**src/trs_pkg.sv**
```systemverilog
`default_nettype none

package trs_pkg;

  // command byte as sent by the microcontroller
  typedef enum logic [7:0] {
    get_cookie    = 8'd0,
    bram_poke     = 8'd1,
    bram_peek     = 8'd2,
    set_full_addr = 8'd14,
    get_version   = 8'd15,
    set_led       = 8'd26,
    get_config    = 8'd27
  } cmd_e;

  localparam logic [7:0] cookie        = 8'haf;
  localparam logic [2:0] version_major = 3'd0;
  localparam logic [4:0] version_minor = 5'd3;

  localparam int max_params = 3; // bram_poke carries the most

  typedef struct packed {
    logic sck;
    logic cs_n;
    logic mosi;
  } spi_pins_t;

  typedef struct packed {
    logic rd_n;
    logic wr_n;
  } z80_ctrl_t;

  // one decoded message from the parser
  typedef struct packed {
    logic       valid; // single cycle
    cmd_e       cmd;
    logic [7:0] p0;
    logic [7:0] p1;
    logic [7:0] p2;
  } cmd_req_t;

endpackage

`default_nettype wire
```
**src/spi_slave.sv**
```systemverilog
`timescale 1ns/100ps
`default_nettype none

module spi_slave (
  input  logic               clk,
  input  logic               reset,
  input  trs_pkg::spi_pins_t spi,
  output logic               miso,
  input  logic [7:0]         reply,
  output logic [7:0]         byte_in,
  output logic               byte_valid,
  output logic               msg_start
);

  trs_pkg::spi_pins_t pins;
  trs_pkg::spi_pins_t pins_prev;
  logic [2:0] bit_cnt;
  logic [7:0] tx_sr;
  logic       sck_rise;
  logic       sck_fall;
  logic       cs_active;

  pin_sync #(.T(trs_pkg::spi_pins_t)) sync0 (
    .clk  (clk),
    .in   (spi),
    .sync (pins),
    .prev (pins_prev)
  );

  assign sck_rise  = pins.sck & ~pins_prev.sck;
  assign sck_fall  = ~pins.sck & pins_prev.sck;
  assign cs_active = ~pins.cs_n;
  assign msg_start = pins_prev.cs_n & ~pins.cs_n; // cs_n falling

  // receive side
  always_ff @(posedge clk) begin
    if (reset) begin
      bit_cnt    <= 3'd0;
      byte_valid <= 1'b0;
    end else begin
      byte_valid <= cs_active & sck_rise & (bit_cnt == 3'd7);
      if (!cs_active)
        bit_cnt <= 3'd0; // idle between messages
      else if (sck_rise)
        bit_cnt <= bit_cnt + 3'd1;
    end
  end

  always_ff @(posedge clk) begin
    if (cs_active && sck_rise)
      byte_in <= {byte_in[6:0], pins.mosi}; // msb first
  end

  // transmit side, first bit must sit on miso before the first rise
  always_ff @(posedge clk) begin
    if (reset) begin
      tx_sr <= 8'h00;
    end else if (msg_start) begin
      tx_sr <= reply;
    end else if (cs_active && sck_fall) begin
      if (bit_cnt == 3'd0)
        tx_sr <= reply; // falling edge that closes a byte
      else
        tx_sr <= {tx_sr[6:0], 1'b0};
    end
  end

  assign miso = tx_sr[7];

  a_no_byte_outside_msg: assert property (
    @(posedge clk) disable iff (reset) byte_valid |-> !pins.cs_n
  );

endmodule

`default_nettype wire

```
**src/pin_sync.sv**
```systemverilog
`timescale 1ns/100ps
`default_nettype none

module pin_sync #(
  parameter type T = trs_pkg::spi_pins_t
) (
  input  logic clk,
  input  T     in,
  output T     sync,
  output T     prev
);

  T meta; // first stage, may go metastable

  always_ff @(posedge clk) begin
    meta <= in;
    sync <= meta;
    prev <= sync; // held copy for edge detection
  end

endmodule

`default_nettype wire

```
**config.mk**
```make
export PLATFORM = sky130hd
export DESIGN_NAME = spi_slave
export DESIGN_NICKNAME = d
export VERILOG_FILES = /design/src/trs_pkg.sv /design/src/spi_slave.sv /design/src/pin_sync.sv
export SDC_FILE = /design/constraint.sdc
export NUM_CORES = 1
export LEC_CHECK = 0
export BUFFER_PORTS_ARGS = -buffer_cell sky130_fd_sc_hd__buf_2
export CORE_MARGIN = 4
export CORE_UTILIZATION = 50
export DETAILED_ROUTE_END_ITERATION = 10
export GPL_TIMING_DRIVEN = 1
export PLACE_DENSITY = 0.73
export SKIP_CTS_REPAIR_TIMING = 1
export SKIP_LAST_GASP = 1
export SYNTH_ARGS = -nofsm -noshare
export SYNTH_HDL_FRONTEND = slang
export SYNTH_SLANG_ARGS = --single-unit
```
**constraint.sdc**
```tcl
create_clock -name clk -period 2.05 [get_ports clk]
set_input_delay 0.205 -clock clk [delete_from_list [all_inputs] [get_ports clk]]
set_output_delay 0.205 -clock clk [all_outputs]
set_load 0.02 [all_outputs]
```
==> metrics.md, run 1 <==
| Metric | Value |
|---|---|
| Outcome | `finished, final reports clean` |
| Core Area | `1800 µm²` |
| Relative slew margins | `0.580` |
| Slew at the pin closest to its max-slew limit | `631 ps` |
| RSZ-0062 raised after global routing | `false` |
| Reg2reg end | `tx_sr[2]` |
| Startpoint types | `flip-flop` |
| Clock latency on the worst-skew pair | `approximately 320 ps` |
| Global-route wire length before repair | `between 2000 and 2500 µm` |
| Clock Sink Count | `28` |
| Dpl ws | `645 ps` |
| Sequential share of the synthesized area | `0.649` |
| CP Capture Type | `flip-flop` |
| Final period utilization | `0.690` |
| Post-synth top area share | `0.406` |
| Peak supply drop | `0.833 mV` |
| Root Buffer | `clkbuf_4` |
| Vias in the first global route | `a little under 600` |
| Die Ht | `52.4 µm` |
| Fill cells | `approximately 150` |
| Clock skew | `between 8 and 9 ps` |
| Via/cell ratio | `4.85` |
| H-tree depth | `1` |
| Mean post-synth cell area | `about 13 µm²` |
| Synth unique cells | `19` |
| WP data required | `between 2000 and 2500 ps` |
| Hold WC Path Type | `in -> reg` |
| Pin count of the biggest net entering global routing | `17` |
| Drt drc | `0` |
| I/O pin cnt | `24` |
| Mapped cell area | `between 900 and 1000 µm²` |
| P_sw | `approximately 200 µW` |
| Worst Hold End | `tx_sr[0]` |
| Nets@finish | `~120` |
| Final hold viol count | `0` |
| CP Max Fanout | `16` |
| Flop pwr share | `0.669` |
| Post-DP HPWL | `1110 µm` |
| Clock Power Share | `0.244` |
| Max Cap Violations | `0` |
| Die area | `2750 µm²` |
| ANT cells | `0` |
| CTS buffer count | `3` |
| Starting Density | `0.548` |
| Arrival @ worst endpoint | `1650 ps` |
| CP Class | `reg -> reg` |
| Total number of vias | `between 600 and 700` |
| #FFs+latches synth | `28` |
| Hold path cells | `3` |
| Period minus WS final | `roughly 1400 ps` |
| CTS clk-pin slew, worst paths | `~130 ps` |
| Cells after synthesis | `78` |
| Placer Congestion | `approximately 0.74` |
| Site row count | `15` |
| Post-route ant nets | `0` |
| Worst R2R Path Depth | `4` |
| Layout area overhead | `18.6%` |
| Yosys Warn Count | `0` |
| Setup ws final | `roughly 640 ps` |
| DRT Wirelength | `approximately 1500 µm` |
| Fin Setup TNS | `0 ps` |
| Total global-route track usage | `0.120` |
| Input/output buffers | `23` |
| CTS tree | `built` |
| Hold wc startpoint | `reply[0]` |
| Total gr overflow | `0` |
| Combinational power share | `0.087` |
| Post-synth top area cell | `dfxtp_1` |
| Register-to-register setup slack | `about 640 ps` |
| Clock Tree Buf Depth | `2` |
| Die Wd | `~52 µm` |
| Switch share | `0.220` |
| # setup viols final | `0` |
| Leak | `approximately 0.00053 µW` |
| Cell Pwr Density | `~770 nW/µm²` |
| Initial DRC count | `15` |
| Fmax | `707 MHz` |
| DRT Pass-1 Iters | `4` |
| Dominant cells by area after synthesis | `dfxtp_1 (41%), edfxtp_1 (24%), mux2i_1 (8.1%), a211oi_1 (5.3%), ha_1 (3.8%)` |
| Share of cells above drive strength 1 | `0.276` |
| DR WL/cell | `around 11 µm` |
| FF-to-FF Start | `sync0.sync[2]` |
| Cell-internal power | `between 700 and 800 µW` |
| Syn_nets | `94` |
| Antenna violations before repair | `0` |
| Slew Limit Fails | `0` |
-- layout by cell type (no fill, tap or decap) --
cell	instances
clkbuf_1	1
xnor2_1	1
a21oi_1	2
nor3_1	4
a21oi_2	1
buf_4	1
nand2b_1	2
edfxtp_1	8
dlygate4sd3_1	3
nand2_1	1
dfxtp_1	20
ha_1	3
a211oi_1	7
inv_1	4
nand3_1	1
buf_2	23
o22ai_4	1
nor2b_1	2
clkbuf_4	3
mux2i_1	8
nor2_1	9
-- worst max-delay path, cell delays in order (launching register included) --
cell and delay [ps]:
dfxtp_1 340, nand2b_1 150, a21oi_2 510, nor2_1 90
a211oi_1 230
-- area by class of cell --
class / count / area (µm²) / share of cell area
Multi-Input combinational cell: 42 / 305 / 0.261
Clock buffer: 4 / 26.3 / 0.0224
Sequential cell: 28 / 641 / 0.547
Inverter: 4 / 15.0 / 0.0128
Tap cell: 25 / 31.3 / 0.0267
Timing Repair Buffer: 27 / 153 / 0.130
-- metal layers --
metal / vias to the layer above / GRT usage / share of wire
met5: - / 0 / 0
met4: 0 / 0.0553 / 0.023
met3: 6 / 0.0427 / 0.072
met2: 21 / 0.192 / 0.46
met1: 278 / 0.141 / 0.44
li1: 326 / - / -
-- flip-flops by register name (all words and copies together) (netlist names) --
signal	cells
bit_cnt	3
byte_in	8
byte_valid	1
sync0.meta	3
sync0.prev	2
sync0.sync	3
tx_sr	8
-- cells in the mapped netlist --
cell	number
clkbuf_1	2
edfxtp_1	8
nand3_1	1
nor3_1	4
buf_6	1
nand2b_1	2
inv_1	4
a211oi_1	7
a21oi_1	2
nor2b_1	2
dfxtp_1	20
nand2_1	1
o22ai_4	1
xnor2_1	1
buf_4	1
ha_1	3
a21oi_2	1
mux2i_1	8
nor2_1	9
-- cells by family after synthesis --
logic type,Yosys count,synth area share
xor+xnor,1,0.00887
flops,28,0.649
buf+inv,8,0.0418
mux,8,0.0811
fa+ha+maj,3,0.0380
simple gates,19,0.0887
compound gates,11,0.0925
-- worst max-delay path by stage --
stage	startpoint	endpoint	slack (ps)	cells after the start
floorplan	sync0.sync[2]	byte_in[0]	580	3
global route	sync0.sync[2]	tx_sr[2]	430	4
finish	sync0.sync[2]	tx_sr[2]	640	4
detailed placement	sync0.sync[2]	tx_sr[2]	640	4
CTS	sync0.sync[2]	tx_sr[2]	600	4
global placement	bit_cnt[0]	tx_sr[1]	670	6
-- power groups by stage --
stage / logic, µW / registers [µW] / clock network (µW)
after floorplan: 50.0 / 621 / 0
after global placement: 73.6 / 618 / 0
after detailed placement: 75.2 / 620 / 0
after CTS: 75.6 / 607 / 230
after global routing: 89.4 / 610 / 258
final: 78.8 / 607 / 221
-- metrics by stage --
step / total power (µW) / area (µm²) / cells / hold WS, ps / util
detailed placement: 695 / 1110 / 123 / 310 / 0.619
CTS: 913 / 1140 / 127 / -33.1 / 0.633
finish: 907 / 1170 / 130 / 134 / 0.650
global route: 957 / 1170 / 130 / 130 / 0.650
global placement: 692 / 1110 / 123 / 307 / 0.619
floorplan: 671 / 987 / 78 / 233 / -
No activity file was read; power rests on OpenSTA's default activity.
==> run 2: changes to the inputs <==
- ABC_AREA: default -> 1
- CORE_UTILIZATION: 50 -> 52
- PLACE_DENSITY: 0.73 -> 0.74
- clock period: 2.05 -> 1.4 ns (I/O delays scaled with it)
==> run 2 against run 1 <==
Effect of this change: hold slack worse by 25 ps; sequential share of layout area down 7.9 points; cell count up 31%; routed wire length up 48%; synthesized area up 16%; clock power up 100%; worst setup slack worse by 540 ps; critical path depth unchanged; global-route usage up 4.4 points; non-clock buffer count up 1; critical path type is now reg -> out; critical endpoint is now msg_start.
==> metrics.md, run 2 <==
| Metric | Value |
|---|---|
| Outcome | `finished, final reports clean` |
| Cell Pwr Density | `1120 nW/µm² (+44%)` |
| Peak supply drop | `1.00 mV (+20%)` |
| Dpl ws | `159 ps (-485 ps)` |
| Vias in the first global route | `827 (+42%)` |
| Placer Congestion | `0.764 (+3.1%)` |
| Hold WC Path Type | `in -> reg` |
| Input/output buffers | `23 (unchanged)` |
| Clock Tree Buf Depth | `2 (unchanged)` |
| Die area | `3020 µm² (+9.8%)` |
| Total gr overflow | `0 (unchanged)` |
| Fill cells | `174 (+14%)` |
| CTS clk-pin slew, worst paths | `140 ps (about the same)` |
| CP Max Fanout | `12 (-4)` |
| Total number of vias | `859 (+36%)` |
| Antenna violations before repair | `0 (unchanged)` |
| Pin count of the biggest net entering global routing | `25 (+8)` |
| Die Ht | `54.9 µm (+4.8%)` |
| Starting Density | `0.567 (+0.0189)` |
| Commonest cells after routing, fill and taps aside | `buf_2 (23), nor2_1 (22), nand2_1 (19)` |
| Most instantiated cells after synthesis | `nor2_1 (22), dfxtp_1 (20), nand2_1 (19)` |
| FF-to-FF Start | `sync0.sync[2]` |
| Relative slew margins | `0.813 (+0.233)` |
| Most common cell in the synthesized netlist | `nor2_1` |
| Slew Limit Fails | `0 (unchanged)` |
| #FFs+latches synth | `28 (unchanged)` |
| DR WL/cell | `12.9 µm (+13%)` |
| Via/cell ratio | `5.05 (+4.1%)` |
| Final hold viol count | `0 (unchanged)` |
| Core Area | `2020 µm² (+12%)` |
| Reg2reg end | `byte_in[0]` |
| DRT Pass-1 Iters | `4 (unchanged)` |
| Post-synth top area cell | `dfxtp_1` |
| Clock skew | `6.60 ps (-1.62 ps)` |
| Register area | `643 µm² (+0.39%)` |
| Sequential share of the synthesized area | `0.559 (-0.0900)` |
| Final period utilization | `0.935` |
| Most common cell after layout, fill and taps aside | `buf_2` |
| Cell-internal power | `1170 µW (+65%)` |
| Main synth FF type | `dfxtp_1` |
| P_sw | `368 µW (+84%)` |
| Site row count | `16 (+1)` |
| Drt drc | `0 (unchanged)` |
| Placed inst area | `1260 µm² (+13%)` |
| Layout area overhead | `20.0%` |
| Post-synth EDFFs | `8 (unchanged)` |
| Register-to-register setup slack | `130 ps (-510 ps)` |
| Post-synth top area share | `0.349 (-0.0562)` |
| ANT cells | `0 (unchanged)` |
| Top flop regs | `byte_in (8), tx_sr (8)` |
| Die Wd | `54.9 µm (+4.8%)` |
| H-tree depth | `1 (unchanged)` |
| Crit path launch | `sync0.sync[1]` |
| DRT Wirelength | `2200 µm (+48%)` |
| Global-route wire length before repair | `3470 µm (+45%)` |
| Area occupied by multi-input gates | `458 µm² (+50%)` |
| Fin Hold WS | `109 ps (-24.9 ps)` |
| Syn_nets | `129 (+37%)` |
| Total global-route track usage | `0.163 (+0.0436)` |
| CTS buffer count | `3 (unchanged)` |
| Arrival @ worst endpoint | `1170 ps (-480 ps)` |
| Worst R2R Path Depth | `5 (+1)` |
| Slew at the pin closest to its max-slew limit | `280 ps (-350 ps)` |
| Startpoint types | `flip-flop` |
| I/O pin cnt | `24 (unchanged)` |
| Mean post-synth cell area | `10.1 µm² (-20%)` |
| Flop pwr share | `0.585 (-0.084)` |
| Clock latency on the worst-skew pair | `330 ps (about the same)` |
| Root Buffer | `clkbuf_4` |
| Mapped cell area | `1150 µm² (+16%)` |
| Synth unique cells | `18 (-1)` |
| Combinational power share | `0.122 (+0.035)` |
| CP Class | `reg -> out` |
| Post-DP HPWL | `1450 µm (+31%)` |
| Fin Setup TNS | `0 ps (unchanged)` |
| Max Cap Violations | `0 (unchanged)` |
| Initial DRC count | `13 (-2)` |
| Leak | `0.000610 µW (+15%)` |
| Fmax | `between 700 and 800 MHz` |
| # setup viols final | `0 (unchanged)` |
| Pwr Total | `1540 µW (+70%)` |
| Synth async-reset ratio | `0 (unchanged)` |
| Post-route ant nets | `0 (unchanged)` |
| WP data required | `1260 ps (-1030 ps)` |
| Clock Power Share | `0.292 (+0.048)` |
| CP Capture Type | `output port` |
| Share of cells above drive strength 1 | `0.308 (+0.0315)` |
| CP endpoint | `msg_start` |
| CTS tree | `built` |
| Setup ws final | `91.5 ps (-544 ps)` |
| Yosys Warn Count | `0 (unchanged)` |
| Cells after synthesis | `113 (+45%)` |
| Nets@finish | `160 (+31%)` |
| Dominant cells by area after synthesis | `dfxtp_1 (35%), edfxtp_1 (21%), nor2_1 (7.2%), nand2_1 (6.2%), nand3_2 (6.1%)` |
| Clock Sink Count | `28 (unchanged)` |
| Period minus WS final | `between 1000 and 1500 ps` |
| Final Cell Area | `1380 µm² (+17%)` |
| Switch share | `0.239 (+0.0189)` |
## run 2: changes by cell type after synthesis, moves of 4 or more
| cell | delta |
|---|---|
| a211oi_1 | -7 |
| a21boi_1 | +5 |
| mux2i_1 | -8 |
| nand2_1 | +18 |
| nand3_2 | +7 |
| nand3b_1 | +7 |
| nor2_1 | +13 |
| nor3_1 | -4 |
## run 2: cell families (layout without fill, tap and decap cells)
logic type,Yosys count,after routing,synth area share
compound gates,12,12,0.0677
flops,28,28,0.559
buf+inv,11,40,0.0589
fa+ha+maj,3,3,0.0328
simple gates,59,60,0.282
## run 2: layer usage
layer	part of all wire	global-route usage
met2	0.53	0.307
met1	0.42	0.170
met3	0.046	0.0563
met5	0	0
met4	0.0055	0.0445
## run 2: worst max-delay path: stages (launching register included)
cell and delay, ps:
dfxtp_2 360, inv_2 160, nand2_8 110, inv_1 60, buf_2 150
## run 2: worst min-delay path by stage
| stage | start | end | slack, ps | cells after the start |
|---|---|---|---|---|
| after floorplan | spi[0] | sync0.meta[0] | 170 | 0 |
| after CTS | spi[0] | sync0.meta[0] | -110 | 1 |
| after global routing | reply[0] | tx_sr[0] | 110 | 5 |
| final | reply[0] | tx_sr[0] | 110 | 5 |
| after detailed placement | spi[0] | sync0.meta[0] | 240 | 1 |
| after global placement | spi[0] | sync0.meta[0] | 240 | 1 |
## run 2: power groups by stage
stage          registers [µW]  logic, µW  clock network [µW]
6_report                  900        188                 449
4_1_cts                   897        172                 456
2_1_floorplan             919        126                   0
5_1_grt                   905        214                 499
3_5_place_dp              914        171                   0
3_3_place_gp              911        163                   0
## run 2: final cells by class
type,count,share of cell area
inverter,8,0.0218
sequential,28,0.468
timing repair buffer,28,0.118
multi-input combinational,75,0.333
clock buffer,4,0.0346
tap,27,0.0246
## run 2: through the flow
step / cells / utilization
finish: 170 / 0.680
global route: 170 / 0.680
CTS: 165 / 0.649
detailed placement: 161 / 0.626
global placement: 161 / 0.626
floorplan: 113 / -
==> run 3: changes to the inputs <==
- GPL_TIMING_DRIVEN: 1 -> 0
==> run 3 against run 2 <==
Effect of this change: global-route usage up 0.46 points; largest power group unchanged; sequential power down 0.7%; critical endpoint unchanged; design area up 0.82%; non-clock buffer count up 3; critical path type unchanged; combinational power up 6%; fmax down 0.40%; clock power down 26%; largest cell class unchanged; worst setup slack worse by 5.2 ps.
==> metrics.md, run 3 (same netlist as run 2, synthesis figures left out) <==
| Metric | Value |
|---|---|
| GR Layer Usage met2 | `0.291 (-0.0157)` |
| # setup viols final | `0 (unchanged)` |
| Antenna violations before repair | `0 (unchanged)` |
| Busiest grt layer | `met2` |
| Fmax | `761 MHz (-0.40%)` |
| Post-route ant nets | `0 (unchanged)` |
| Fill cells | `168 (-3.4%)` |
| Most common cell after layout, fill and taps aside | `buf_2` |
| Arrival @ worst endpoint | `1170 ps (about the same)` |
| Area occupied by multi-input gates | `445 µm² (-2.7%)` |
| CTS clk-pin slew, worst paths | `140 ps (about the same)` |
| Met3 GRT Util | `0.0349 (-0.0214)` |
| Via/cell ratio | `4.92 (-2.7%)` |
| Register area | `646 µm² (+0.39%)` |
| Total global-route track usage | `0.168 (+0.00463)` |
| CTS tree | `built` |
| Pin count of the biggest net entering global routing | `16 (-36%)` |
| ANT cells | `0 (unchanged)` |
| DRT Pass-1 Iters | `4 (unchanged)` |
| Hold WC Path Type | `in -> reg` |
| Placed inst area | `1290 µm² (+2.4%)` |
| Placer Congestion | `0.807 (+5.6%)` |
| Startpoint types | `flip-flop` |
| CTS buffer count | `3 (unchanged)` |
| Peak supply drop | `0.821 mV (-18%)` |
| Clock latency on the worst-skew pair | `320 ps (about the same)` |
| CP Max Fanout | `10 (-2)` |
| Layout area overhead | `21.0%` |
| Top flop regs | `byte_in (8), tx_sr (8)` |
| DRT Wirelength | `2060 µm (-6.0%)` |
| Die Ht | `54.9 µm (unchanged)` |
| Slew at the pin closest to its max-slew limit | `280 ps (-0.791 ps)` |
| CP Capture Type | `output port` |
| Relative slew margins | `0.813 (about the same)` |
| Vias in the first global route | `803 (-2.9%)` |
| Total gr overflow | `0 (unchanged)` |
| Outcome | `finished, final reports clean` |
| Post-DP HPWL | `1450 µm (+0.16%)` |
| WP data required | `1260 ps (about the same)` |
| Die Wd | `54.9 µm (unchanged)` |
| Total number of vias | `846 (-1.5%)` |
| Clock skew | `2.49 ps (-4.10 ps)` |
| CP Class | `reg -> out` |
| Max Cap Violations | `0 (unchanged)` |
| DR WL/cell | `12.0 µm (-7.1%)` |
| Input/output buffers | `23 (unchanged)` |
| Global-route wire length before repair | `3550 µm (+2.2%)` |
| Final hold viol count | `0 (unchanged)` |
| Initial DRC count | `8 (-5)` |
| Grt met1 use | `0.196 (+0.0258)` |
| Root Buffer | `clkbuf_4` |
| Clock Tree Buf Depth | `2 (unchanged)` |
| Final Cell Area | `1390 µm² (+0.82%)` |
| Drt drc | `0 (unchanged)` |
| H-tree depth | `1 (unchanged)` |
| Leak | `0.000616 µW (+1.0%)` |
| Core Area | `2020 µm² (unchanged)` |
| Nets@finish | `162 (+1.3%)` |
| Site row count | `16 (unchanged)` |
| Period minus WS final | `1310 ps (+5.20 ps)` |
| RSZ-0062 raised after global routing | `false` |
| Die area | `3020 µm² (unchanged)` |
| Clock Sink Count | `28 (unchanged)` |
| Cell Pwr Density | `1030 nW/µm² (-7.9%)` |
| I/O pin cnt | `24 (unchanged)` |
| Fin Setup TNS | `0 ps (unchanged)` |
| Final period utilization | `0.938 (+0.00372)` |
| Share of cells above drive strength 1 | `0.317 (+0.00955)` |
| Starting Density | `0.567 (unchanged)` |
| Commonest cells after routing, fill and taps aside | `buf_2 (22), nor2_1 (21), nand2_1 (19)` |
| Slew Limit Fails | `0 (unchanged)` |
[run 3: changes by cell type in the layout (fill, tap and decap cells not counted), sizes merged]
cell / before / now
nand2: 23 / 22
buf: 24 / 27
[run 3: final timing paths]
| check | startpoint | to | slack (ps) | cells past startpoint |
|---|---|---|---|---|
| setup reg to reg | bit_cnt[1] | tx_sr[6] | 140 | 7 |
| setup / recovery | sync0.sync[1] | msg_start | 90 | 5 |
| hold reg to reg | sync0.meta[1] | sync0.sync[1] | 340 | 0 |
| hold / removal | reply[0] | tx_sr[0] | 110 | 5 |
[run 3: power by group]
| part | switching, µW | internal, µW |
|---|---|---|
| logic | 111 | 89.1 |
| registers | 21.8 | 872 |
| clock network | 221 | 111 |
[run 3: critical path: stages (launching register included)]
cell and delay (ps):
dfxtp_4 380, inv_4 40, nand2_4 90, buf_6 150, inv_1 40, buf_4 150
[run 3: area by class of cell]
class	instances	share of cell area
inverter	8	0.0235
timing repair buffer	28	0.119
multi-input combinational	74	0.321
clock buffer	4	0.0190
tap	27	0.0244
sequential	28	0.466
buffer	3	0.0271
[run 3: stage by stage]
step / hold slack [ps] / util / total power [µW] / setup slack, ps / std cells
6_report: 112 / 0.686 / 1430 / 86.3 / 172
5_1_grt: 170 / 0.686 / 1510 / 5.67 / 172
4_1_cts: -104 / 0.653 / 1430 / -226 / 167
3_5_place_dp: 244 / 0.640 / 1100 / -210 / 163
3_3_place_gp: 244 / 0.640 / 1090 / -110 / 163
2_1_floorplan: 168 / - / 1040 / 61.4 / 113
[run 3: metal layers]
layer | part of all wire | routed length (µm) | vias to the layer above
met1 | 0.44 | 905 | 387
met3 | 0.037 | 77 | 4
met4 | 0.013 | 26 | 0
met2 | 0.51 | 1050 | 22
li1 | - | - | 433
met5 | 0 | 0 | -
